[config.mk]
export PLATFORM = sky130hd
export DESIGN_NAME = rv_alu
export DESIGN_NICKNAME = d
export VERILOG_FILES = /design/src/source/rv_pkg.sv /design/src/source/rv_alu.sv
export SDC_FILE = /design/constraint.sdc
export NUM_CORES = 1
export LEC_CHECK = 0
export ABC_AREA = 1
export BUFFER_PORTS_ARGS = -buffer_cell sky130_fd_sc_hd__buf_4
export CORE_MARGIN = 2
export CORE_UTILIZATION = 45
export DETAILED_ROUTE_END_ITERATION = 10
export PLACE_DENSITY = 0.65
export RECOVER_POWER = 25
export SETUP_SLACK_MARGIN = 0.02
export SKIP_LAST_GASP = 1
export SYNTH_ARGS = -nofsm -noshare
export SYNTH_HDL_FRONTEND = slang
export SYNTH_SLANG_ARGS = --single-unit
[constraint.sdc]
create_clock -name vclk -period 7.8
set_input_delay 1.17 -clock vclk [all_inputs]
set_output_delay 1.17 -clock vclk [all_outputs]
set_load 0.01 [all_outputs]
[src/source/rv_pkg.sv]
// rv_pkg
// shared constants and enums for the five-stage rv32i pipeline

package rv_pkg;

  localparam int xlen      = 32; // datapath width
  localparam int reg_idx_w = 5;  // register index width

  // ecall convention: x17 holds the service code, 10 means exit
  localparam logic [xlen-1:0] ecall_reg = 32'd17;
  localparam logic [xlen-1:0] halt_code = 32'd10;

  // major opcodes in use
  typedef enum logic [6:0] {
    op     = 7'b0110011, // register-register alu
    op_imm = 7'b0010011, // register-immediate alu
    load   = 7'b0000011,
    store  = 7'b0100011,
    system = 7'b1110011  // ecall only
  } opcode_e;

  typedef enum logic [3:0] {
    alu_add = 4'd0,
    alu_sub = 4'd1,
    alu_and = 4'd2,
    alu_or  = 4'd3,
    alu_xor = 4'd4,
    alu_slt = 4'd5,
    alu_sll = 4'd6,
    alu_srl = 4'd7,
    alu_sra = 4'd8
  } alu_op_e;

endpackage
[src/source/rv_alu.sv]
// rv_alu
// 32-bit alu, add sub logic slt and shifts

`timescale 1ns/1ps

module rv_alu (
  input  rv_pkg::alu_op_e         alu_op,
  input  logic [rv_pkg::xlen-1:0] a,
  input  logic [rv_pkg::xlen-1:0] b,
  output logic [rv_pkg::xlen-1:0] result
);

  logic [4:0] shamt;

  assign shamt = b[4:0]; // shift amount from low bits only

  always_comb begin
    case (alu_op)
      rv_pkg::alu_add: result = a + b;
      rv_pkg::alu_sub: result = a - b;
      rv_pkg::alu_and: result = a & b;
      rv_pkg::alu_or:  result = a | b;
      rv_pkg::alu_xor: result = a ^ b;
      rv_pkg::alu_slt: result = ($signed(a) < $signed(b)) ? 32'd1 : 32'd0;
      rv_pkg::alu_sll: result = a << shamt;
      rv_pkg::alu_srl: result = a >> shamt;
      rv_pkg::alu_sra: result = $unsigned($signed(a) >>> shamt);
      default:         result = '0;
    endcase
  end

endmodule

Word level (Yosys, flattened, before mapping) --
Index checks and enable logic that the tools add are counted.
Storage, ports and cells: register bits 0, input port bits 68, output and inout port bits 32, word-level logic and storage cells 20
Operators by class: $add $sub $neg 2, magnitude comparators 1, equality and inequality tests 8, shifts and indexed selects 3, mux-type cells 2, bitwise gates (word level) 3, reductions and logical operators 1
Operators with widths (number):
- $pmux W32 S9 | 1
- $add A32 B32 Y32 | 1
- $and A32 B32 Y32 | 1
- $lt A32 B32 Y1 | 1
- $or A32 B32 Y32 | 1
- $shl A32 B5 Y32 | 1
- $shr A32 B5 Y32 | 1
- $sshr A32 B5 Y32 | 1
- $sub A32 B32 Y32 | 1
- $xor A32 B32 Y32 | 1
- $eq A4 B3 Y1 const B | 4
- $eq A4 B2 Y1 const B | 2
- $eq A4 B1 Y1 const B | 1
- $eq A4 B4 Y1 const B | 1
- $logic_not A4 Y1 | 1
- $mux W1 | 1

Logic depth before layout (Yosys ltp) --
Gate-level depths: netlist of the first run.
word-level depth 3, mapped depth 20, mapped depth without buffers 16

Worst setup path before layout of the first run --
Ideal clock, no wire load.
kind input to output, start point input port b[4] in the netlist's numbering, end point output port result[11] in the netlist's numbering, arrival time 3.074 ns, data required time 6.630 ns, setup slack 3.556 ns, stages 15, path buffers 4, path through buf_2 -> inv_1 -> buf_2 -> buf_2 -> ha_1 -> buf_2 -> nor2_1 -> nand2_1 -> nor2_1 -> nand2_1 -> nand3_1 -> xor2_1 -> nor2_1 -> nor2_1 -> nand2_1
Between the ends: cells in the longest elaborated chain, start to end 2, elaborated cells on any way between the ends 6, those cells by class add/sub: 2; shift: 3; mux: 1
RTL lines:
- from (decl) | line rv_alu.sv:9 | input logic [rv_pkg::xlen-1:0] b,
- $sub A32 B32 Y32, or another cell as far along | line rv_alu.sv:20 | rv_pkg::alu_sub: result = a - b;
- $pmux W32 S9 (*) | line rv_alu.sv:18 | case (alu_op)
- to (decl) | line rv_alu.sv:10 | output logic [rv_pkg::xlen-1:0] result
Every way passes the cells marked *; elsewhere a longest branch is shown, timed or not.

Worst setup path in the final report of the first run --
start point input port b[2] in the netlist's numbering, end point output port result[10] in the netlist's numbering
Same word-level chain as after synthesis.

==> impl_metrics.yaml, run 1 <==
detailed_routing:
  route.detailed.vias_per_inst: 5.93
  ant_nets: 0
  drc: 0
  routed_wl_um: 49400
  firstDrtPassIters: 6
  vias: 14129
  dr.first_iter.drc_count: 2044
  routed_wire_length_per_instance_um: 20.8
cts:
  cts.repair.resized: 0
  post-cts-setup-buffers: 0
  cts-hold-fix-buffers: 0
layout:
  clock_buffer_count: 0
  ant_cells: 0
  n_fill_cell: 2581
  n_sequential_cell: 0
  drive_above_1_share: 0.0590
  layout.cells.non_filler: 2381
  flow.area_growth_from_synthesis_pct: 6.95
  seq_area_um2: 0
  layout.nets: 2270
  final_core_utilization: 0.490
power:
  power.density_nw_per_um2: 71.1
  switching_share: 0.704
  total_power_uw: 757
  comb_power_share: 1.000
  leakage_uw: 0.00621
  p_seq_frac: 0
  p_int_uw: 224
  share_clk_of_total_power: 0
  vdd_ir_drop_max_v: 0.0000297
  switching_power_uw: 533
sta:
  timing.final.hold_violations: 0
  setup-violations-final: 0
  post-route-period-util: 0.684
  worst_slew_margin_rel: 0.251
  worstMarginPinSlew_ps: 1120
  final-max-slew-violation-count: 0
  setup_total_negative_slack_ps: 0
  final.hold.worst_slack_ps: 2930
  rsz0062_at_grt: "no"
  fmax_mhz: 187
  fin_crit_ps: 5330
grt:
  global_route.overflow_total: 0
  global_route.usage.total: 0.401
  grt_use_met1: 0.578
  grt_use_met2: 0.591
  grt_pass1_vias: 12414
  grt_start_max_net_pins: 70
  first_pass_grt_wire_length_um: 73300
  antenna_found_initial: 1
  grt.busiest_layer: "met2"
  global_route.usage.met3: 0.0503
critical_path:
  cp_slowest_cell: "sky130_fd_sc_hd__buf_4"
  sort_of_element_at_the_end_of_the_critical_path: "primary output"
  timing.critical_path.max_delay_family: "simple AND/OR/NAND/NOR gates"
  required_ps: 6630
  cp.buffers_inverters: 3
  timing.critical_path.from: "b[2]"
  critical_setup_path_kind: "in -> out"
  critPathMaxStageDelay_ps: 560
  start_kind: "input port"
  critical-path-top-cell-by-count: "sky130_fd_sc_hd__nand2_1"
  path_cells: "buf_4, inv_1, ha_1, nand2_1, nand3_1, nand3_1, nand2_1, nand2_1, nand2_1, nand2_1, nand2_1, o21ai_0, nor2_1, nand2_1, buf_4"
  critical_path_arrival_ps: 4160
  endpoint: "result[10]"
  critical_path_depth: 15
  critical_path.max_fanout: 69
synth:
  synth_nets: 2250
  post-synth-top-count-cell: "sky130_fd_sc_hd__nand2_1"
  synth_top_area_share: 0.265
  synth_top_cells_by_count: "704 x sky130_fd_sc_hd__nand2_1, 401 x sky130_fd_sc_hd__nand3_1, 308 x sky130_fd_sc_hd__inv_1, 169 x sky130_fd_sc_hd__nor2_1, 97 x sky130_fd_sc_hd__ha_1"
  syn-cell-area_um2: 9960
  synthTopCellsByArea: "sky130_fd_sc_hd__nand2_1 27%, sky130_fd_sc_hd__nand3_1 20%, sky130_fd_sc_hd__ha_1 12%"
  cell_variety_after_synth: 41
  post_synth_inst_count: 2083
  synth.yosys.warnings: 0
  synth_sequential_area_ratio: 0
  synthesis.area_per_instance_um2: 4.78
  synthDominantAreaCellType: "sky130_fd_sc_hd__nand2_1"
placed_design:
  detailed_place_hpwl_um: 40600
  port_buffers: 100
  gp_routability_congestion: 1.04
  post-place-cells: 2381
die:
  io_pins: 100
  initial_utilization: 0.458
  design.core.area_um2: 21800
  die_h_um: 153
  core.rowCount: 54
  die-area_um2: 23300
  chipWidth_um: 153
run_status:
  status: "completed"
run:
  timing.max_cap.violations: 0
min_path:
  hp-class: "in -> out"
==> tightest hold or removal path, stage by stage <==
cell and delay, ps:
sky130_fd_sc_hd__buf_4 230, sky130_fd_sc_hd__nand3_1 140, sky130_fd_sc_hd__nand2_1 80, sky130_fd_sc_hd__clkbuf_1 130
==> metrics by stage <==
step | setup WS [ps] | cell area (um2)
CTS | 2750 | 10700
global placement | 2750 | 10700
floorplan | 3560 | 9960
finish | 2470 | 10700
global route | 2300 | 10700
detailed placement | 2760 | 10700
==> kinds of logic after synthesis <==
kind of cell / share of synthesized area
and+or+nand+nor: 0.583
buffers and inverters: 0.167
AOI/OAI and AO/OA: 0.119
adders and majority gates: 0.126
xor gates and xnor gates: 0.00264
muxes: 0.00201
==> power groups by stage <==
stage	sequential, uW	clock, uW	combinational [uW]
floorplan	0	0	475
global placement	0	0	728
detailed placement	0	0	731
CTS	0	0	734
global route	0	0	824
finish	0	0	757
==> cell type report <==
type                            count  area (um2)  area share
Tap cell                          280         350      0.0329
Multi-Input combinational cell   1675        8300       0.779
Inverter                          315        1180       0.111
Timing Repair Buffer              111         818      0.0768
==> how the worst min path moves through the flow <==
stage / slack, ps / cells after the start / end / startpoint
4_1_cts: 2930 / 6 / result[0] / alu_op[0]
3_5_place_dp: 2930 / 6 / result[0] / alu_op[0]
2_1_floorplan: 2550 / 4 / result[0] / alu_op[0]
5_1_grt: 2950 / 6 / result[0] / alu_op[0]
6_report: 2930 / 4 / result[4] / b[4]
3_3_place_gp: 2920 / 4 / result[4] / b[4]
==> layer usage <==
layer	wire length, um	vias to the layer above
met3	5620	99
met5	11	-
met1	21000	6337
met2	20200	958
met4	2630	2
li1	-	6733
==> placed cells by master (no fill, tap or decap), drive strengths merged, types with 4 or more instances in the layout <==
cell type / Yosys / layout
a211oi: 5 / 5
o21ai: 77 / 77
nand3: 402 / 402
o21bai: 6 / 6
and3: 4 / 4
nor4: 5 / 5
ha: 97 / 97
nand2: 709 / 709
nor3: 21 / 21
o22ai: 20 / 20
inv: 314 / 313
nand4: 33 / 33
a21oi: 83 / 83
o221ai: 4 / 4
nor2: 172 / 172
buf: 76 / 107
o211ai: 14 / 14
and2: 8 / 8
clkbuf: 17 / 4
Power figures use the tool's default switching activity.
==> run 2: changes to the inputs <==
==> constraint.sdc (replaced) <==
create_clock -name vclk -period 5.45
set_input_delay 0.8175 -clock vclk [all_inputs]
set_output_delay 0.8175 -clock vclk [all_outputs]
set_load 0.01 [all_outputs]
==> run 2 against run 1 <==
- first-iteration DRC count decreased by 3.9%
- via count increased by 0.73%
- power grew 44%
- design area grew 0.59%
- cell count is 0.29% higher
- global-route usage is 0.82 points higher
- critical endpoint is now result[0]
- largest power group unchanged
==> impl_metrics.yaml, run 2 (same netlist as run 1, synthesis figures left out) <==
run_status:
  status: "completed"
cts:
  cts.repair.resized: 0
  post-cts-setup-buffers: 0
  cts-hold-fix-buffers: 0
detailed_routing:
  dr.first_iter.drc_count: 1965
  routed_wl_um: 50000
  route.detailed.vias_per_inst: 5.96
  drc: 0
  routed_wire_length_per_instance_um: 20.9
  vias: 14232
  firstDrtPassIters: 6
  ant_nets: 0
layout:
  seq_area_um2: 0
  flow.area_growth_from_synthesis_pct: 7.58
  clock_buffer_count: 0
  n_sequential_cell: 0
  fin_area_um2: 10700
  ant_cells: 0
  most-common-layout-cells: "704 x sky130_fd_sc_hd__nand2_1, 401 x sky130_fd_sc_hd__nand3_1, 307 x sky130_fd_sc_hd__inv_1"
  most_common_cell_after_layout_fill_and_taps_aside: "sky130_fd_sc_hd__nand2_1"
  drive_above_1_share: 0.0626
  n_fill_cell: 2561
  layout.nets: 2277
die:
  die_h_um: 153
  core.rowCount: 54
  initial_utilization: 0.458
  chipWidth_um: 153
  design.core.area_um2: 21800
  io_pins: 100
  die-area_um2: 23300
sta:
  setup_total_negative_slack_ps: 0
  timing.final.hold_violations: 0
  post-route-period-util: 0.847
  setup-violations-final: 0
  fmax_mhz: 217
  fin_crit_ps: 4620
  worstMarginPinSlew_ps: 1300
  rsz0062_at_grt: "no"
  final-max-slew-violation-count: 0
  setup_slack_ps: 834
  worst_slew_margin_rel: 0.133
critical_path:
  start_kind: "input port"
  critical_path_arrival_ps: 3800
  critical_setup_path_kind: "in -> out"
  required_ps: 4630
  sort_of_element_at_the_end_of_the_critical_path: "primary output"
  critical_path.max_fanout: 58
placed_design:
  gp_routability_congestion: 1.05
  port_buffers: 100
  placement.setup.worst_slack_ps: 1420
  detailed_place_hpwl_um: 41000
  placement.cell_area_um2: 10700
power:
  power.density_nw_per_um2: 102
  vdd_ir_drop_max_v: 0.0000436
  leakage_uw: 0.00624
grt:
  grt_pass1_vias: 12741
  global_route.usage.total: 0.409
  grt_start_max_net_pins: 60
  first_pass_grt_wire_length_um: 75000
  global_route.overflow_total: 0
  antenna_found_initial: 0
min_path:
  hp-class: "in -> out"
run:
  timing.max_cap.violations: 0
## run 2: cell types whose count changed in the layout (fill, tap and decap cells not counted)
| cell | previous run | this run |
|---|---|---|
| sky130_fd_sc_hd__clkbuf_2 | 0 | 1 |
| sky130_fd_sc_hd__buf_12 | 0 | 1 |
| sky130_fd_sc_hd__buf_4 | 107 | 112 |
| sky130_fd_sc_hd__inv_2 | 4 | 5 |
| sky130_fd_sc_hd__inv_1 | 308 | 307 |
## run 2: worst paths after layout
| kind | cells after the start | from | slack [ps] | endpoint |
|---|---|---|---|---|
| worst min-delay path | 4 | b[4] | 2190 | result[7] |
| worst max-delay path | 16 | b[1] | 830 | result[0] |
## run 2: final cells by class
class / instances / area (um2) / share of cell area
Tap cell: 280 / 350 / 0.0327
Inverter: 315 / 1180 / 0.111
Multi-Input combinational cell: 1675 / 8300 / 0.774
Timing Repair Buffer: 118 / 881 / 0.0822
## run 2: metal layers
metal	vias to the layer above	global-route usage	routed length, um
li1	6738	-	-
met1	6464	0.592	21400
met2	914	0.612	20300
met3	116	0.0526	5790
met4	0	0.157	2510
met5	-	0	0
## run 2: per-stage QoR
step / hold WS (ps) / total power (uW) / cells / util
final: 2190 / 1090 / 2388 / 0.492
after global routing: 2230 / 1190 / 2388 / 0.492
after CTS: 2190 / 1050 / 2388 / 0.493
after detailed placement: 2190 / 1050 / 2388 / 0.493
after global placement: 2210 / 1040 / 2388 / 0.493
after floorplan: 1850 / 679 / 2083 / -
## run 2: critical path, stage by stage
cell and delay (ps):
sky130_fd_sc_hd__buf_4 110, sky130_fd_sc_hd__clkbuf_2 690, sky130_fd_sc_hd__fa_1 740, sky130_fd_sc_hd__inv_1 150, sky130_fd_sc_hd__nand2_1 70, sky130_fd_sc_hd__nand2_1 120
sky130_fd_sc_hd__nand2_1 100, sky130_fd_sc_hd__nand2_1 180, sky130_fd_sc_hd__nand2_1 100, sky130_fd_sc_hd__nand2_1 80, sky130_fd_sc_hd__nand3_1 100, sky130_fd_sc_hd__nand2_1 80
sky130_fd_sc_hd__nand2_1 50, sky130_fd_sc_hd__nand3_1 170, sky130_fd_sc_hd__nand2_1 70, sky130_fd_sc_hd__buf_4 150
## run 2: power by group
| part | internal, uW | switching [uW] |
|---|---|---|
| sequential | 0 | 0 |
| combinational | 325 | 764 |
| clock | 0 | 0 |
==> run 3: changes to the inputs <==
--- a/config.mk
+++ b/config.mk
@@ -5,12 +5,12 @@
 export SDC_FILE = /design/constraint.sdc
 export NUM_CORES = 1
 export LEC_CHECK = 0
-export ABC_AREA = 1
+export ABC_AREA = 0
 export BUFFER_PORTS_ARGS = -buffer_cell sky130_fd_sc_hd__buf_4
 export CORE_MARGIN = 2
 export CORE_UTILIZATION = 45
 export DETAILED_ROUTE_END_ITERATION = 10
-export PLACE_DENSITY = 0.65
+export PLACE_DENSITY = 0.68
 export RECOVER_POWER = 25
 export SETUP_SLACK_MARGIN = 0.02
 export SKIP_LAST_GASP = 1
==> constraint.sdc (replaced) <==
create_clock -name vclk -period 4
set_input_delay 0.6 -clock vclk [all_inputs]
set_output_delay 0.6 -clock vclk [all_outputs]
set_load 0.01 [all_outputs]
==> run 3 against run 2 <==
- design area up 10%
- cell count fell by 26%
- synthesized cell count down 39%
- critical path type unchanged
- clock-buffer cell count stayed put
- area after synthesis fell by 16%
- non-clock buffer count up 234
- the flow now finishes with violations (setup timing)
- worst hold slack lost 400 ps
- via count fell by 16%
- critical path depth decreased by 2
- core utilization is 14 points higher
==> impl_metrics.yaml, run 3 <==
detailed_routing:
  ant_nets: 0
  routed_wire_length_per_instance_um: 25.0
  firstDrtPassIters: 6
  dr.first_iter.drc_count: 1327
  vias: 11932
  routed_wl_um: 44100
  route.detailed.vias_per_inst: 6.77
  drc: 0
sta:
  timing.final.hold_violations: 0
  rsz0062_at_grt: "yes"
  final-max-slew-violation-count: 0
  post-route-period-util: 1.03
  worstMarginPinSlew_ps: 880
  fin_crit_ps: 4130
  setup-violations-final: 3
  worst_slew_margin_rel: 0.413
  setup_slack_ps: -132
  setup_total_negative_slack_ps: -258
  fmax_mhz: 242
min_path:
  worst_hold_startpoint: "b[13]"
  hp-class: "in -> out"
  min_path_cells: 5
  worst_hold_path.endpoint: "result[13]"
synth:
  syn-cell-area_um2: 8410
  post_synth_inst_count: 1274
  cell_variety_after_synth: 77
  synth.yosys.warnings: 0
  synthesis.area_per_instance_um2: 6.60
  synth_top_cells_by_count: "148 x sky130_fd_sc_hd__nor2_1, 129 x sky130_fd_sc_hd__a21oi_1, 119 x sky130_fd_sc_hd__nand2_1, 97 x sky130_fd_sc_hd__ha_1, 96 x sky130_fd_sc_hd__inv_1"
  synthTopCellsByArea: "sky130_fd_sc_hd__ha_1 14%, sky130_fd_sc_hd__a21oi_1 7.7%, sky130_fd_sc_hd__mux4_2 7.0%"
  synth_nets: 1441
  synth_top_area_share: 0.144
  synth_sequential_area_ratio: 0
  post-synth-top-count-cell: "sky130_fd_sc_hd__nor2_1"
  synthDominantAreaCellType: "sky130_fd_sc_hd__ha_1"
critical_path:
  start_kind: "input port"
  required_ps: 3400
  critical_path.max_fanout: 7
  critical_path_arrival_ps: 3530
  critical_setup_path_kind: "in -> out"
  critPathMaxStageDelay_ps: 410
  cp_slowest_cell: "sky130_fd_sc_hd__a211o_1"
  sort_of_element_at_the_end_of_the_critical_path: "primary output"
  path_cells: "buf_4, buf_4, ha_1, a211oi_1, buf_4, o31ai_4, a21oi_2, o41a_1, a211o_1, or3_1, nand3_1, mux2i_1, o21ai_1, buf_4"
  critical-path-top-cell-by-count: "sky130_fd_sc_hd__buf_4"
die:
  initial_utilization: 0.454
  core.rowCount: 50
  die-area_um2: 19800
  design.core.area_um2: 18500
  die_h_um: 141
  io_pins: 100
  chipWidth_um: 141
layout:
  fin_area_um2: 11800
  n_fill_cell: 1752
  flow.area_growth_from_synthesis_pct: 40.1
  most_common_cell_after_layout_fill_and_taps_aside: "sky130_fd_sc_hd__buf_4"
  seq_area_um2: 0
  layout.nets: 1697
  clock_buffer_count: 0
  most-common-layout-cells: "325 x sky130_fd_sc_hd__buf_4, 145 x sky130_fd_sc_hd__nor2_1, 119 x sky130_fd_sc_hd__a21oi_1"
  drive_above_1_share: 0.329
  n_sequential_cell: 0
grt:
  grt_start_max_net_pins: 75
  grt_pass1_vias: 10860
  global_route.usage.total: 0.419
  first_pass_grt_wire_length_um: 64600
  global_route.overflow_total: 0
  antenna_found_initial: 1
run_status:
  status: "complete, but fails checks"
  failed_checks: "setup timing"
placed_design:
  placement.cell_area_um2: 10900
  gp_routability_congestion: 1.05
  port_buffers: 100
  detailed_place_hpwl_um: 35000
run:
  timing.max_cap.violations: 0
cts:
  cts-hold-fix-buffers: 0
[run 3: stage by stage]
stage	std cells	hold slack, ps	util	setup slack (ps)
after CTS	1748	1770	0.600	-19.7
after global placement	1745	1740	0.590	-165
final	1763	1790	0.636	-132
after global routing	1762	1820	0.636	-139
after detailed placement	1745	1770	0.590	-157
after floorplan	1274	1540	-	0.152
[run 3: routing by layer]
metal | GRT usage | routed length [um] | vias up
met3 | 0.0965 | 5300 | 139
li1 | - | - | 5294
met5 | 0 | 0 | -
met1 | 0.586 | 18100 | 5699
met2 | 0.633 | 18800 | 800
met4 | 0.142 | 1860 | 0
[run 3: logic make-up after synthesis]
| kind of cell | Yosys count | share of synthesized area |
|---|---|---|
| fa+ha+maj | 99 | 0.149 |
| compound gates | 499 | 0.398 |
| buf+inv | 195 | 0.0938 |
| xor+xnor | 7 | 0.00729 |
| mux | 85 | 0.142 |
| simple gates | 389 | 0.210 |
[run 3: area by class of cell]
cell class / instances / area (um2) / area share
tap: 234 / 293 / 0.0248
inverter: 97 / 379 / 0.0322
timing repair buffer: 352 / 2820 / 0.239
antenna: 1 / 2.50 / 0.000212
multi-input combinational: 1079 / 8290 / 0.703
[run 3: how the worst max path moves through the flow]
stage,end,cells after the start,slack (ps),start
3_3_place_gp,result[24],14,-160,b[0]
5_1_grt,result[31],15,-140,a[22]
2_1_floorplan,result[30],15,0.2,b[2]
6_report,result[31],14,-130,b[1]
3_5_place_dp,result[9],12,-160,b[0]
4_1_cts,result[25],14,-20,a[17]
[run 3: critical path: cells and delay by family]
kind / cells / cell delay (ps)
buf+inv: 4 / 650
mux: 1 / 90
compound gates: 6 / 1490
fa+ha+maj: 1 / 240
simple gates: 2 / 460
[run 3: what timing repair did]
action	4_1_cts	5_1_grt
pin swaps	18	38
resized for setup	39	114
cloned	0	2
endpoints found under the hold margin	0	0
setup endpoints to repair	14	18
setup buffers	3	12
