`config.mk`:
```
export PLATFORM = sky130hd
export DESIGN_NAME = rv_decode
export DESIGN_NICKNAME = d
export VERILOG_FILES = /design/src/source/rv_pkg.sv /design/src/source/rv_decode.sv
export SDC_FILE = /design/constraint.sdc
export NUM_CORES = 1
export LEC_CHECK = 0
export CORE_AREA = 10 10 47 49
export DETAILED_ROUTE_END_ITERATION = 8
export DIE_AREA = 0 0 57 59
export DONT_BUFFER_PORTS = 1
export GPL_TIMING_DRIVEN = 1
export PLACE_DENSITY_LB_ADDON = 0.25
export SYNTH_ARGS = -nofsm -noshare
export SYNTH_HDL_FRONTEND = slang
export SYNTH_SLANG_ARGS = --single-unit
```
`constraint.sdc`:
```
create_clock -name vclk -period 1.1
set_input_delay 0.055 -clock vclk [all_inputs]
set_output_delay 0.055 -clock vclk [all_outputs]
set_load 0.03 [all_outputs]
```
`src/source/rv_pkg.sv`:
```
// rv_pkg
// shared constants and enums for the five-stage rv32i pipeline

package rv_pkg;

  localparam int xlen      = 32; // datapath width
  localparam int reg_idx_w = 5;  // register index width

  // ecall convention: x17 holds the service code, 10 means exit
  localparam logic [xlen-1:0] ecall_reg = 32'd17;
  localparam logic [xlen-1:0] halt_code = 32'd10;

  // major opcodes in use
  typedef enum logic [6:0] {
    op     = 7'b0110011, // register-register alu
    op_imm = 7'b0010011, // register-immediate alu
    load   = 7'b0000011,
    store  = 7'b0100011,
    system = 7'b1110011  // ecall only
  } opcode_e;

  typedef enum logic [3:0] {
    alu_add = 4'd0,
    alu_sub = 4'd1,
    alu_and = 4'd2,
    alu_or  = 4'd3,
    alu_xor = 4'd4,
    alu_slt = 4'd5,
    alu_sll = 4'd6,
    alu_srl = 4'd7,
    alu_sra = 4'd8
  } alu_op_e;

endpackage
```
`src/source/rv_decode.sv`:
```
// rv_decode
// control, alu op select, immediates and ecall halt check for the id stage

`timescale 1ns/1ps

module rv_decode (
  input  logic [rv_pkg::xlen-1:0] inst,
  input  logic [rv_pkg::xlen-1:0] rs1_data,
  output logic                    wb_enable,
  output logic                    mem_read,
  output logic                    mem_write,
  output logic                    op2_imm,
  output logic                    rs2_used,
  output logic                    is_ecall,
  output logic                    halt_req,
  output rv_pkg::alu_op_e         alu_op,
  output logic [rv_pkg::xlen-1:0] imm
);

  rv_pkg::opcode_e opcode;
  logic [2:0]      funct3;
  logic            funct7_b5; // selects sub and sra
  logic            known_op;

  assign opcode    = rv_pkg::opcode_e'(inst[6:0]);
  assign funct3    = inst[14:12];
  assign funct7_b5 = inst[30];

  always_comb begin
    wb_enable = 1'b0;
    mem_read  = 1'b0;
    mem_write = 1'b0;
    op2_imm   = 1'b0;
    rs2_used  = 1'b0;
    is_ecall  = 1'b0;
    known_op  = 1'b1;
    case (opcode)
      rv_pkg::op: begin
        wb_enable = 1'b1;
        rs2_used  = 1'b1;
      end
      rv_pkg::op_imm: begin
        wb_enable = 1'b1;
        op2_imm   = 1'b1;
      end
      rv_pkg::load: begin
        wb_enable = 1'b1;
        mem_read  = 1'b1;
        op2_imm   = 1'b1;
      end
      rv_pkg::store: begin
        mem_write = 1'b1;
        op2_imm   = 1'b1;
        rs2_used  = 1'b1; // store data
      end
      rv_pkg::system: is_ecall = (funct3 == 3'b000) && (inst[31:20] == '0);
      default: known_op = 1'b0; // bubble or unsupported, all enables off
    endcase
  end

  // alu op, loads and stores fall through to add for the address
  always_comb begin
    alu_op = rv_pkg::alu_add;
    if (opcode == rv_pkg::op || opcode == rv_pkg::op_imm) begin
      case (funct3)
        3'b000:  alu_op = (opcode == rv_pkg::op && funct7_b5) ? rv_pkg::alu_sub
                                                               : rv_pkg::alu_add;
        3'b001:  alu_op = rv_pkg::alu_sll;
        3'b010:  alu_op = rv_pkg::alu_slt;
        3'b100:  alu_op = rv_pkg::alu_xor;
        3'b101:  alu_op = funct7_b5 ? rv_pkg::alu_sra : rv_pkg::alu_srl;
        3'b110:  alu_op = rv_pkg::alu_or;
        3'b111:  alu_op = rv_pkg::alu_and;
        default: alu_op = rv_pkg::alu_add; // sltu not supported
      endcase
    end
  end

  assign imm = (opcode == rv_pkg::store) ? {{20{inst[31]}}, inst[31:25], inst[11:7]}
                                         : {{20{inst[31]}}, inst[31:20]};

  assign halt_req = is_ecall && (rs1_data == rv_pkg::halt_code);

  // all-zero word is the pipeline bubble
  always_comb begin
    if (inst != '0) begin
      a_known_opcode : assert final (known_op)
        else $error("rv_decode: unknown opcode %b", inst[6:0]);
    end
  end

endmodule

```
After elaboration in Yosys (flattened, before gate mapping)
Cells that the tools add are included.
{"block": "totals", "ramBits": 0, "romBits": 0, "regBits": 0, "mem_count": 0, "inputBits": 64, "latchBits": 0}
{"block": "op_classes", "add_sub_neg": 0, "n_lt_le_gt_ge": 0, "n_shift": 0, "eq_ne": 12, "multipliers": 0, "bitwise_logic": 0, "mux": 11, "reduce_logical": 9, "div": 0}
{"op": "32-bit by 4-bit equality test with 1-bit output (second input constant)", "n": 1}
{"op": "4-bit case mux with 7 select lines", "n": 1}
{"op": "7-bit by 6-bit equality test with 1-bit output (second input constant)", "n": 2}
{"op": "3-bit equality test (second input constant)", "n": 4}
{"op": "12-bit zero test", "n": 1}
{"op": "4-bit 2-to-1 mux", "n": 2}
{"op": "7-bit by 2-bit equality test with 1-bit output (second input constant)", "n": 1}
{"op": "7-bit by 5-bit equality test with 1-bit output (second input constant)", "n": 1}
{"op": "7-bit equality test (second input constant)", "n": 1}
{"op": "1-bit 2-to-1 mux", "n": 7}
{"op": "3-bit OR reduction", "n": 2}
{"op": "5-bit 2-to-1 mux", "n": 1}
{"op": "3-bit by 1-bit equality test with 1-bit output (second input constant)", "n": 1}
{"op": "3-bit by 2-bit equality test with 1-bit output (second input constant)", "n": 1}
{"op": "1-bit logical AND", "n": 3}
{"op": "3-bit zero test", "n": 1}
{"op": "2-bit OR reduction", "n": 1}
{"op": "1-bit logical OR", "n": 1}

Logic depth before layout (Yosys ltp)
Gate-level depths: netlist of the first run.
{"block": "logic_depth", "ltp_word": 5, "mapped_depth": 4}

Worst setup path before layout of the first run
No wires, ideal clock.
{"block": "synth_path", "kind": "in2out", "startpoint": "input inst[2] (netlist name)", "endpoint": "output halt_req", "cell_stages": 3, "required_time_ns": 1.045, "setup_slack_ns": -0.445, "t_arrival_ns": 1.490, "path_cell_list": "and4bb_2 > nand4_1 > nor4_1"}
{"block": "synth_via", "elab_chain_cells": 3}
{"element": "start, declared", "line": "rv_decode.sv:7", "source": "input logic [rv_pkg::xlen-1:0] inst,"}
{"element": "7-bit equality test", "line": "rv_decode.sv:37", "source": "case (opcode)"}
{"element": "1-bit 2-to-1 mux", "line": "rv_decode.sv:37"}
{"element": "1-bit logical AND", "line": "rv_decode.sv:82", "source": "assign halt_req = is_ecall && (rs1_data == rv_pkg::halt_code);"}
{"element": "end, declared", "line": "rv_decode.sv:15", "source": "output logic halt_req,"}
Every way passes these cells.

Worst setup path in the final report of the first run
{"block": "layout_path", "startpoint": "input inst[2] (netlist name)", "endpoint": "output imm[3] (netlist name)"}
{"block": "layout_via", "elab_chain_cells": 2}
{"element": "7-bit by 6-bit equality test with 1-bit output", "line": "rv_decode.sv:79", "source": "assign imm = (opcode == rv_pkg::store) ? {{20{inst[31]}}, inst[31:25], inst[11:7]}"}
{"element": "5-bit 2-to-1 mux", "line": "rv_decode.sv:79"}
{"element": "end, declared", "line": "rv_decode.sv:17", "source": "output logic [rv_pkg::xlen-1:0] imm"}
Every way passes these cells.

==> results of run 1 <==
[worst paths after layout]
path / start / end / cells after the start / slack [ns]
max: inst[2] / imm[3] / 3 / 0.005
min: inst[27] / imm[7] / 0 / 0.11
[power by group]
part | switching, mW | internal (mW)
clock network | 0 | 0
registers | 0 | 0
logic | 0.0483 | 0.0410
total | 0.0483 | 0.0410
[what timing repair did]
action	4_1_cts	5_1_grt
setup endpoints to repair	6	6
gates resized for setup	1	2
hold buffers	0	0
pin swaps	3	4
buffers inserted	1	0
hold endpoints to repair	0	0
[layout make-up]
class | count | area share (%)
Tap cell | 16 | 4.211
Inverter | 2 | 1.579
Multi-Input combinational cell | 44 | 75.26
Timing Repair Buffer | 12 | 18.95
[stage by stage]
step           utilization (%)  worst slack [ns]  power (mW)
2_1_floorplan                -           -0.1275      0.2585
3_3_place_gp             32.05          -0.02187     0.08595
3_5_place_dp             32.05          -0.02289     0.08678
4_1_cts                  33.04          0.001840     0.08895
5_1_grt                  33.93          -0.02199     0.09595
6_report                 33.93          0.004751     0.08923
[per-layer routing]
layer | vias up | wire length, um | part of all wire, %
met2 | 55 | 898 | 47
met4 | 0 | 0 | 0
met3 | 0 | 422 | 22
li1 | 217 | - | -
met1 | 222 | 595 | 31
met5 | - | 0 | 0
[placed cells by master, fill, tap and decap left out]
cell and instances:
sky130_fd_sc_hd__nor2b_1 1, sky130_fd_sc_hd__nor4bb_2 1, sky130_fd_sc_hd__and3_2 1, sky130_fd_sc_hd__a21oi_1 4
sky130_fd_sc_hd__nor2_1 3, sky130_fd_sc_hd__buf_4 12, sky130_fd_sc_hd__mux2_4 5, sky130_fd_sc_hd__nor3_2 2
sky130_fd_sc_hd__and4_4 1, sky130_fd_sc_hd__nor3b_2 1, sky130_fd_sc_hd__nor4_1 8, sky130_fd_sc_hd__and4bb_2 1
sky130_fd_sc_hd__xor2_1 1, sky130_fd_sc_hd__a31oi_1 1, sky130_fd_sc_hd__nand2_1 3, sky130_fd_sc_hd__nor4b_2 1
sky130_fd_sc_hd__inv_1 2, sky130_fd_sc_hd__nand4_1 5, sky130_fd_sc_hd__nand3_1 2, sky130_fd_sc_hd__nor4_2 2
sky130_fd_sc_hd__nand3b_1 1
[kinds of logic (layout without fill, tap and decap cells)]
| logic type | Yosys count | in the layout | share of synthesized area, % |
|---|---|---|---|
| AND/OR/NAND/NOR | 33 | 33 | 38.52 |
| buffers and inverters | 30 | 14 | 41.07 |
| AO/OA/AOI/OAI | 5 | 5 | 4.873 |
| multiplexers | 5 | 5 | 13.92 |
| XOR/XNOR | 1 | 1 | 1.624 |
==> report_table.html, run 1 <==
<table>
<tr><th>Metric</th><th>Value</th></tr>
<tr><th colspan="2">Placement</th></tr>
<tr><td>Placement Cell Area</td><td>449.2 um2</td></tr>
<tr><td>Inst Count DP</td><td>73</td></tr>
<tr><td>Total of buffers placed on input and output ports</td><td>0</td></tr>
<tr><td>Global placer's final weighted congestion</td><td>0.6945</td></tr>
<tr><td>Detailed placer's ending HPWL</td><td>1.798 mm</td></tr>
<tr><th colspan="2">Power</th></tr>
<tr><td>Static leakage power</td><td>0.1671 nW</td></tr>
<tr><td>Worst IR drop on VDD</td><td>46.69 uV</td></tr>
<tr><td>Power density cells</td><td>187.7 mW/mm2</td></tr>
<tr><th colspan="2">GRT</th></tr>
<tr><td>Global Route met1 Usage</td><td>9.461%</td></tr>
<tr><td>Global-route total usage across every layer</td><td>9.753%</td></tr>
<tr><td>Number of antenna violations at the first check in global routing</td><td>0</td></tr>
<tr><td>Routing usage on met3</td><td>7.725%</td></tr>
<tr><td>Routing usage on met2</td><td>17.05%</td></tr>
<tr><td>Maximum number of pins on one net before global-route repair</td><td>23</td></tr>
<tr><td>First-pass GRT wire length</td><td>2.849 mm</td></tr>
<tr><td>Via count of the first global-routing pass</td><td>512</td></tr>
<tr><td>Grt ovf</td><td>0</td></tr>
<tr><td>Layer with the highest usage</td><td>met2</td></tr>
<tr><th colspan="2">Route</th></tr>
<tr><td>Remaining antenna violation count</td><td>0</td></tr>
<tr><td>Residual DRC</td><td>0</td></tr>
<tr><td>Vias per cell</td><td>6.676</td></tr>
<tr><td>Length of the first detailed-routing pass in iterations</td><td>4</td></tr>
<tr><td>Via count of the routed design</td><td>494</td></tr>
<tr><td>Final WL</td><td>1.916 mm</td></tr>
<tr><td>Initial DRC count</td><td>7</td></tr>
<tr><td>Post-detailed-route wirelength per cell</td><td>25.89 um</td></tr>
<tr><th colspan="2">Synth</th></tr>
<tr><td>Syn Inst Count</td><td>74</td></tr>
<tr><td>Top post-synthesis cells by count</td><td>27 x sky130_fd_sc_hd__buf_4, 10 x sky130_fd_sc_hd__nor4_1, 5 x sky130_fd_sc_hd__mux2_4, 5 x sky130_fd_sc_hd__nand4_1, 4 x sky130_fd_sc_hd__a21oi_1</td></tr>
<tr><td>Fraction of the yosys area taken by sequential cells</td><td>0%</td></tr>
<tr><td>Count leader, synth</td><td>sky130_fd_sc_hd__buf_4</td></tr>
<tr><td>Cell variety after synth</td><td>21</td></tr>
<tr><td>Syn_nets</td><td>138</td></tr>
<tr><td>Netlist area before placement</td><td>539.3 um2</td></tr>
<tr><td>Leading post-synthesis cells by cell area</td><td>sky130_fd_sc_hd__buf_4 38%, sky130_fd_sc_hd__mux2_4 14%, sky130_fd_sc_hd__nor4_1 12%, sky130_fd_sc_hd__nand4_1 5.8%, sky130_fd_sc_hd__a21oi_1 3.7%</td></tr>
<tr><td>Library cell with the largest summed area after synthesis</td><td>sky130_fd_sc_hd__buf_4</td></tr>
<tr><td>Yosys warning count</td><td>0</td></tr>
<tr><td>Area fraction of the dominant cell type after synthesis</td><td>37.59%</td></tr>
<tr><td>Synthesized area per cell</td><td>7.287 um2</td></tr>
<tr><th colspan="2">Floorplanning</th></tr>
<tr><td>Top Ports</td><td>107</td></tr>
<tr><td>Number of rows created at floorplan</td><td>14</td></tr>
<tr><td>Std-Cell Core Area</td><td>0.001401 mm2</td></tr>
<tr><td>Die width</td><td>57 um</td></tr>
<tr><td>Overall die height</td><td>59 um</td></tr>
<tr><td>Effective utilization at floorplan</td><td>38.48%</td></tr>
<tr><td>Die area</td><td>0.003363 mm2</td></tr>
<tr><th colspan="2">Critical path</th></tr>
<tr><td>Crit-path cells</td><td>and4bb_2 -&gt; and4_4 -&gt; mux2_4</td></tr>
<tr><td>Startpoint types</td><td>input pin</td></tr>
<tr><td>Worst-path fanout max</td><td>6</td></tr>
<tr><td>CP top delay family</td><td>simple AND/OR/NAND/NOR gates</td></tr>
<tr><td>Endpoint class of the critical path</td><td>output port</td></tr>
<tr><td>CP Class</td><td>input pin to output port</td></tr>
<tr><td>Sum of buffers and inverters on the critical path</td><td>0</td></tr>
<tr><td>Cell with the biggest individual delay on the critical path</td><td>sky130_fd_sc_hd__mux2_4</td></tr>
<tr><td>Worst path max stage delay</td><td>0.37 ns</td></tr>
<tr><td>Worst endpoint data arrival time</td><td>1.04 ns</td></tr>
<tr><td>Endpoint required time on the critical path</td><td>1.04 ns</td></tr>
<tr><th colspan="2">STA</th></tr>
<tr><td>Tightest Pin Transition</td><td>0.2292 ns</td></tr>
<tr><td>Time the final worst path needs with I/O delays and setup</td><td>1.095 ns</td></tr>
<tr><td>Hold Slack</td><td>0.1100 ns</td></tr>
<tr><td>Setup repair after global routing missed its margin</td><td>true</td></tr>
<tr><td>Number of hold violations in the final report</td><td>0</td></tr>
<tr><td>Max Transition Viols Final</td><td>0</td></tr>
<tr><td>Fin crit share</td><td>99.57%</td></tr>
<tr><td>Peak clock frequency supported by timing</td><td>913.0 MHz</td></tr>
<tr><td>Final total negative setup slack</td><td>0 ns</td></tr>
<tr><td>Remaining max-slew budget at the tightest pin</td><td>84.58%</td></tr>
<tr><td>Setup violators final</td><td>0</td></tr>
<tr><th colspan="2">Layout</th></tr>
<tr><td>Syn-to-layout area delta</td><td>-11.83%</td></tr>
<tr><td>Filler instances</td><td>162</td></tr>
<tr><td>Design Area, Final</td><td>475.5 um2</td></tr>
<tr><td>Reg area</td><td>0 um2</td></tr>
<tr><td>Final Non-Filler Cells</td><td>74</td></tr>
<tr><td>FF+latch count</td><td>0</td></tr>
<tr><td>Clock buffer cells</td><td>0</td></tr>
<tr><td>Area taken by multi-input logic gates</td><td>357.8 um2</td></tr>
<tr><td># nets final</td><td>124</td></tr>
<tr><td>Layout cell share with drive strength beyond 1</td><td>46.55%</td></tr>
<tr><td>Diodes inserted</td><td>0</td></tr>
<tr><th colspan="2">Worst hold path</th></tr>
<tr><td>Worst hold path type</td><td>input pin to output port</td></tr>
<tr><th colspan="2">Flow run</th></tr>
<tr><td>Max Cap Viol</td><td>0</td></tr>
<tr><th colspan="2">Outcome</th></tr>
<tr><td>Run status</td><td>completed</td></tr>
</table>
(Power assumes the default switching activity.)
==> run 2: changes to the inputs <==
==> constraint.sdc (replaced) <==
create_clock -name vclk -period 1.1
set_input_delay 0.165 -clock vclk [all_inputs]
set_output_delay 0.165 -clock vclk [all_outputs]
set_load 0.03 [all_outputs]
==> report_table.html, run 2 (synthesized netlist as in run 1, its figures left out) <==
<table>
<tr><th>Metric</th><th>Value</th></tr>
<tr><th colspan="2">Outcome</th></tr>
<tr><td>Run status</td><td>finished, violations left</td></tr>
<tr><td>Violated checks</td><td>negative setup slack</td></tr>
<tr><th colspan="2">Flow run</th></tr>
<tr><td>Max Cap Viol</td><td>0</td></tr>
<tr><th colspan="2">Layout</th></tr>
<tr><td>Filler instances</td><td>155</td></tr>
<tr><td>Design Area, Final</td><td>599.3 um2</td></tr>
<tr><td>FF+latch count</td><td>0</td></tr>
<tr><td>Clock buffer cells</td><td>0</td></tr>
<tr><td>Syn-to-layout area delta</td><td>11.14%</td></tr>
<tr><td>Reg area</td><td>0 um2</td></tr>
<tr><td>Most frequent cells in the layout</td><td>11 x sky130_fd_sc_hd__buf_4, 7 x sky130_fd_sc_hd__nor4_1, 5 x sky130_fd_sc_hd__nand4_1, 5 x sky130_fd_sc_hd__mux2_4, 5 x sky130_fd_sc_hd__buf_6</td></tr>
<tr><td>Layout cell share with drive strength beyond 1</td><td>57.14%</td></tr>
<tr><td># nets final</td><td>129</td></tr>
<tr><td>Most common library cell in the layout ignoring fill and taps</td><td>sky130_fd_sc_hd__buf_4</td></tr>
<tr><td>Diodes inserted</td><td>0</td></tr>
<tr><th colspan="2">Route</th></tr>
<tr><td>Post-detailed-route wirelength per cell</td><td>24.89 um</td></tr>
<tr><td>Met3 Routed Length</td><td>447 um</td></tr>
<tr><td>Residual DRC</td><td>0</td></tr>
<tr><td>Metal-1 WL</td><td>560 um</td></tr>
<tr><td>Top layer reached by signal wires</td><td>met3</td></tr>
<tr><td>Remaining antenna violation count</td><td>0</td></tr>
<tr><td>Metal2 WL</td><td>958 um</td></tr>
<tr><td>Initial DRC count</td><td>4</td></tr>
<tr><td>Via count of the routed design</td><td>522</td></tr>
<tr><td>Length of the first detailed-routing pass in iterations</td><td>4</td></tr>
<tr><td>Vias per cell</td><td>6.608</td></tr>
<tr><td>Final WL</td><td>1.966 mm</td></tr>
<tr><th colspan="2">STA</th></tr>
<tr><td>Hold Slack</td><td>0.3300 ns</td></tr>
<tr><td>Post-route worst setup slack</td><td>-0.2170 ns</td></tr>
<tr><td>Setup violators final</td><td>14</td></tr>
<tr><td>Setup repair after global routing missed its margin</td><td>true</td></tr>
<tr><td>Peak clock frequency supported by timing</td><td>759.3 MHz</td></tr>
<tr><td>Fin crit share</td><td>119.7%</td></tr>
<tr><td>Number of hold violations in the final report</td><td>0</td></tr>
<tr><td>Time the final worst path needs with I/O delays and setup</td><td>1.317 ns</td></tr>
<tr><td>Remaining max-slew budget at the tightest pin</td><td>82.50%</td></tr>
<tr><td>Tightest Pin Transition</td><td>0.2617 ns</td></tr>
<tr><td>Max Transition Viols Final</td><td>0</td></tr>
<tr><th colspan="2">Power</th></tr>
<tr><td>Worst IR drop on VDD</td><td>67.94 uV</td></tr>
<tr><td>Static leakage power</td><td>0.2242 nW</td></tr>
<tr><td>Power density cells</td><td>173.3 mW/mm2</td></tr>
<tr><td>Post-layout total power</td><td>0.1038 mW</td></tr>
<tr><th colspan="2">Critical path</th></tr>
<tr><td>Worst-path fanout max</td><td>6</td></tr>
<tr><td>Number of logic stages on the critical path including buffering</td><td>3</td></tr>
<tr><td>Endpoint class of the critical path</td><td>output port</td></tr>
<tr><td>Sum of buffers and inverters on the critical path</td><td>0</td></tr>
<tr><td>Worst endpoint data arrival time</td><td>1.15 ns</td></tr>
<tr><td>CP top delay family</td><td>simple AND/OR/NAND/NOR gates</td></tr>
<tr><td>Worst path max stage delay</td><td>0.37 ns</td></tr>
<tr><td>Timing endpoint of the critical path</td><td>imm[0]</td></tr>
<tr><td>CP Class</td><td>input pin to output port</td></tr>
<tr><td>Startpoint types</td><td>input pin</td></tr>
<tr><td>Cell with the biggest individual delay on the critical path</td><td>sky130_fd_sc_hd__mux2_4</td></tr>
<tr><td>Worst setup path startpoint</td><td>inst[3]</td></tr>
<tr><td>Endpoint required time on the critical path</td><td>0.94 ns</td></tr>
<tr><td>Crit-path cells</td><td>and4bb_2 -&gt; and4_4 -&gt; mux2_4</td></tr>
<tr><th colspan="2">Floorplanning</th></tr>
<tr><td>Overall die height</td><td>59 um</td></tr>
<tr><td>Die area</td><td>0.003363 mm2</td></tr>
<tr><td>Number of rows created at floorplan</td><td>14</td></tr>
<tr><td>Effective utilization at floorplan</td><td>38.48%</td></tr>
<tr><td>Die width</td><td>57 um</td></tr>
<tr><td>Top Ports</td><td>107</td></tr>
<tr><td>Std-Cell Core Area</td><td>0.001401 mm2</td></tr>
<tr><th colspan="2">GRT</th></tr>
<tr><td>Maximum number of pins on one net before global-route repair</td><td>23</td></tr>
<tr><td>Number of antenna violations at the first check in global routing</td><td>0</td></tr>
<tr><td>First-pass GRT wire length</td><td>2.925 mm</td></tr>
<tr><td>Via count of the first global-routing pass</td><td>553</td></tr>
<tr><td>Grt ovf</td><td>0</td></tr>
<tr><td>Global-route total usage across every layer</td><td>9.896%</td></tr>
<tr><th colspan="2">Placement</th></tr>
<tr><td>Placement Cell Area</td><td>530.5 um2</td></tr>
<tr><td>Post-Place Worst Slack</td><td>-0.3179 ns</td></tr>
<tr><td>Global placer's final weighted congestion</td><td>0.6477</td></tr>
<tr><td>Total of buffers placed on input and output ports</td><td>0</td></tr>
<tr><td>Detailed placer's ending HPWL</td><td>1.792 mm</td></tr>
<tr><th colspan="2">Clock tree</th></tr>
<tr><td>Post-CTS Hold Buffers</td><td>0</td></tr>
<tr><th colspan="2">Worst hold path</th></tr>
<tr><td>Worst hold path type</td><td>input pin to output port</td></tr>
</table>
[run 2: worst min path at each step]
stage | start | end | slack [ns] | depth (start not counted)
2_1_floorplan | inst[4] | mem_read | 0.37 | 1
3_3_place_gp | inst[26] | imm[6] | 0.33 | 0
3_5_place_dp | inst[26] | imm[6] | 0.33 | 0
4_1_cts | inst[26] | imm[6] | 0.33 | 0
5_1_grt | inst[28] | imm[8] | 0.33 | 0
6_report | inst[28] | imm[8] | 0.33 | 0
[run 2: repair_timing]
item,CTS,global route
pin swaps,6,1
hold endpoints to repair,0,0
gates resized for setup,11,1
buffers inserted,2,0
cloned,0,0
setup endpoints to repair,15,16
[run 2: where the power goes]
part	internal, mW	switching, mW
logic	0.0492	0.0547
clock network	0	0
registers	0	0
[run 2: area by class of cell]
type,instances,area [um2],area share [%]
Inverter,2,7.507,1.253
Tap cell,16,20.02,3.340
Multi-Input combinational cell,44,412.9,68.89
Timing Repair Buffer,17,158.9,26.51
[run 2: metal layers]
layer,track usage [%],vias to the layer above
li1,-,228
met2,18.60,57
met5,0,-
met1,8.534,237
met4,0,0
met3,7.940,0
[run 2: metrics by stage]
stage | cells | util [%] | setup TNS (ns)
after floorplan | 74 | - | -2.536
after global placement | 77 | 37.86 | -2.684
after detailed placement | 77 | 37.86 | -2.725
after CTS | 79 | 42.50 | -2.415
after global routing | 79 | 42.77 | -3.021
final | 79 | 42.77 | -2.254
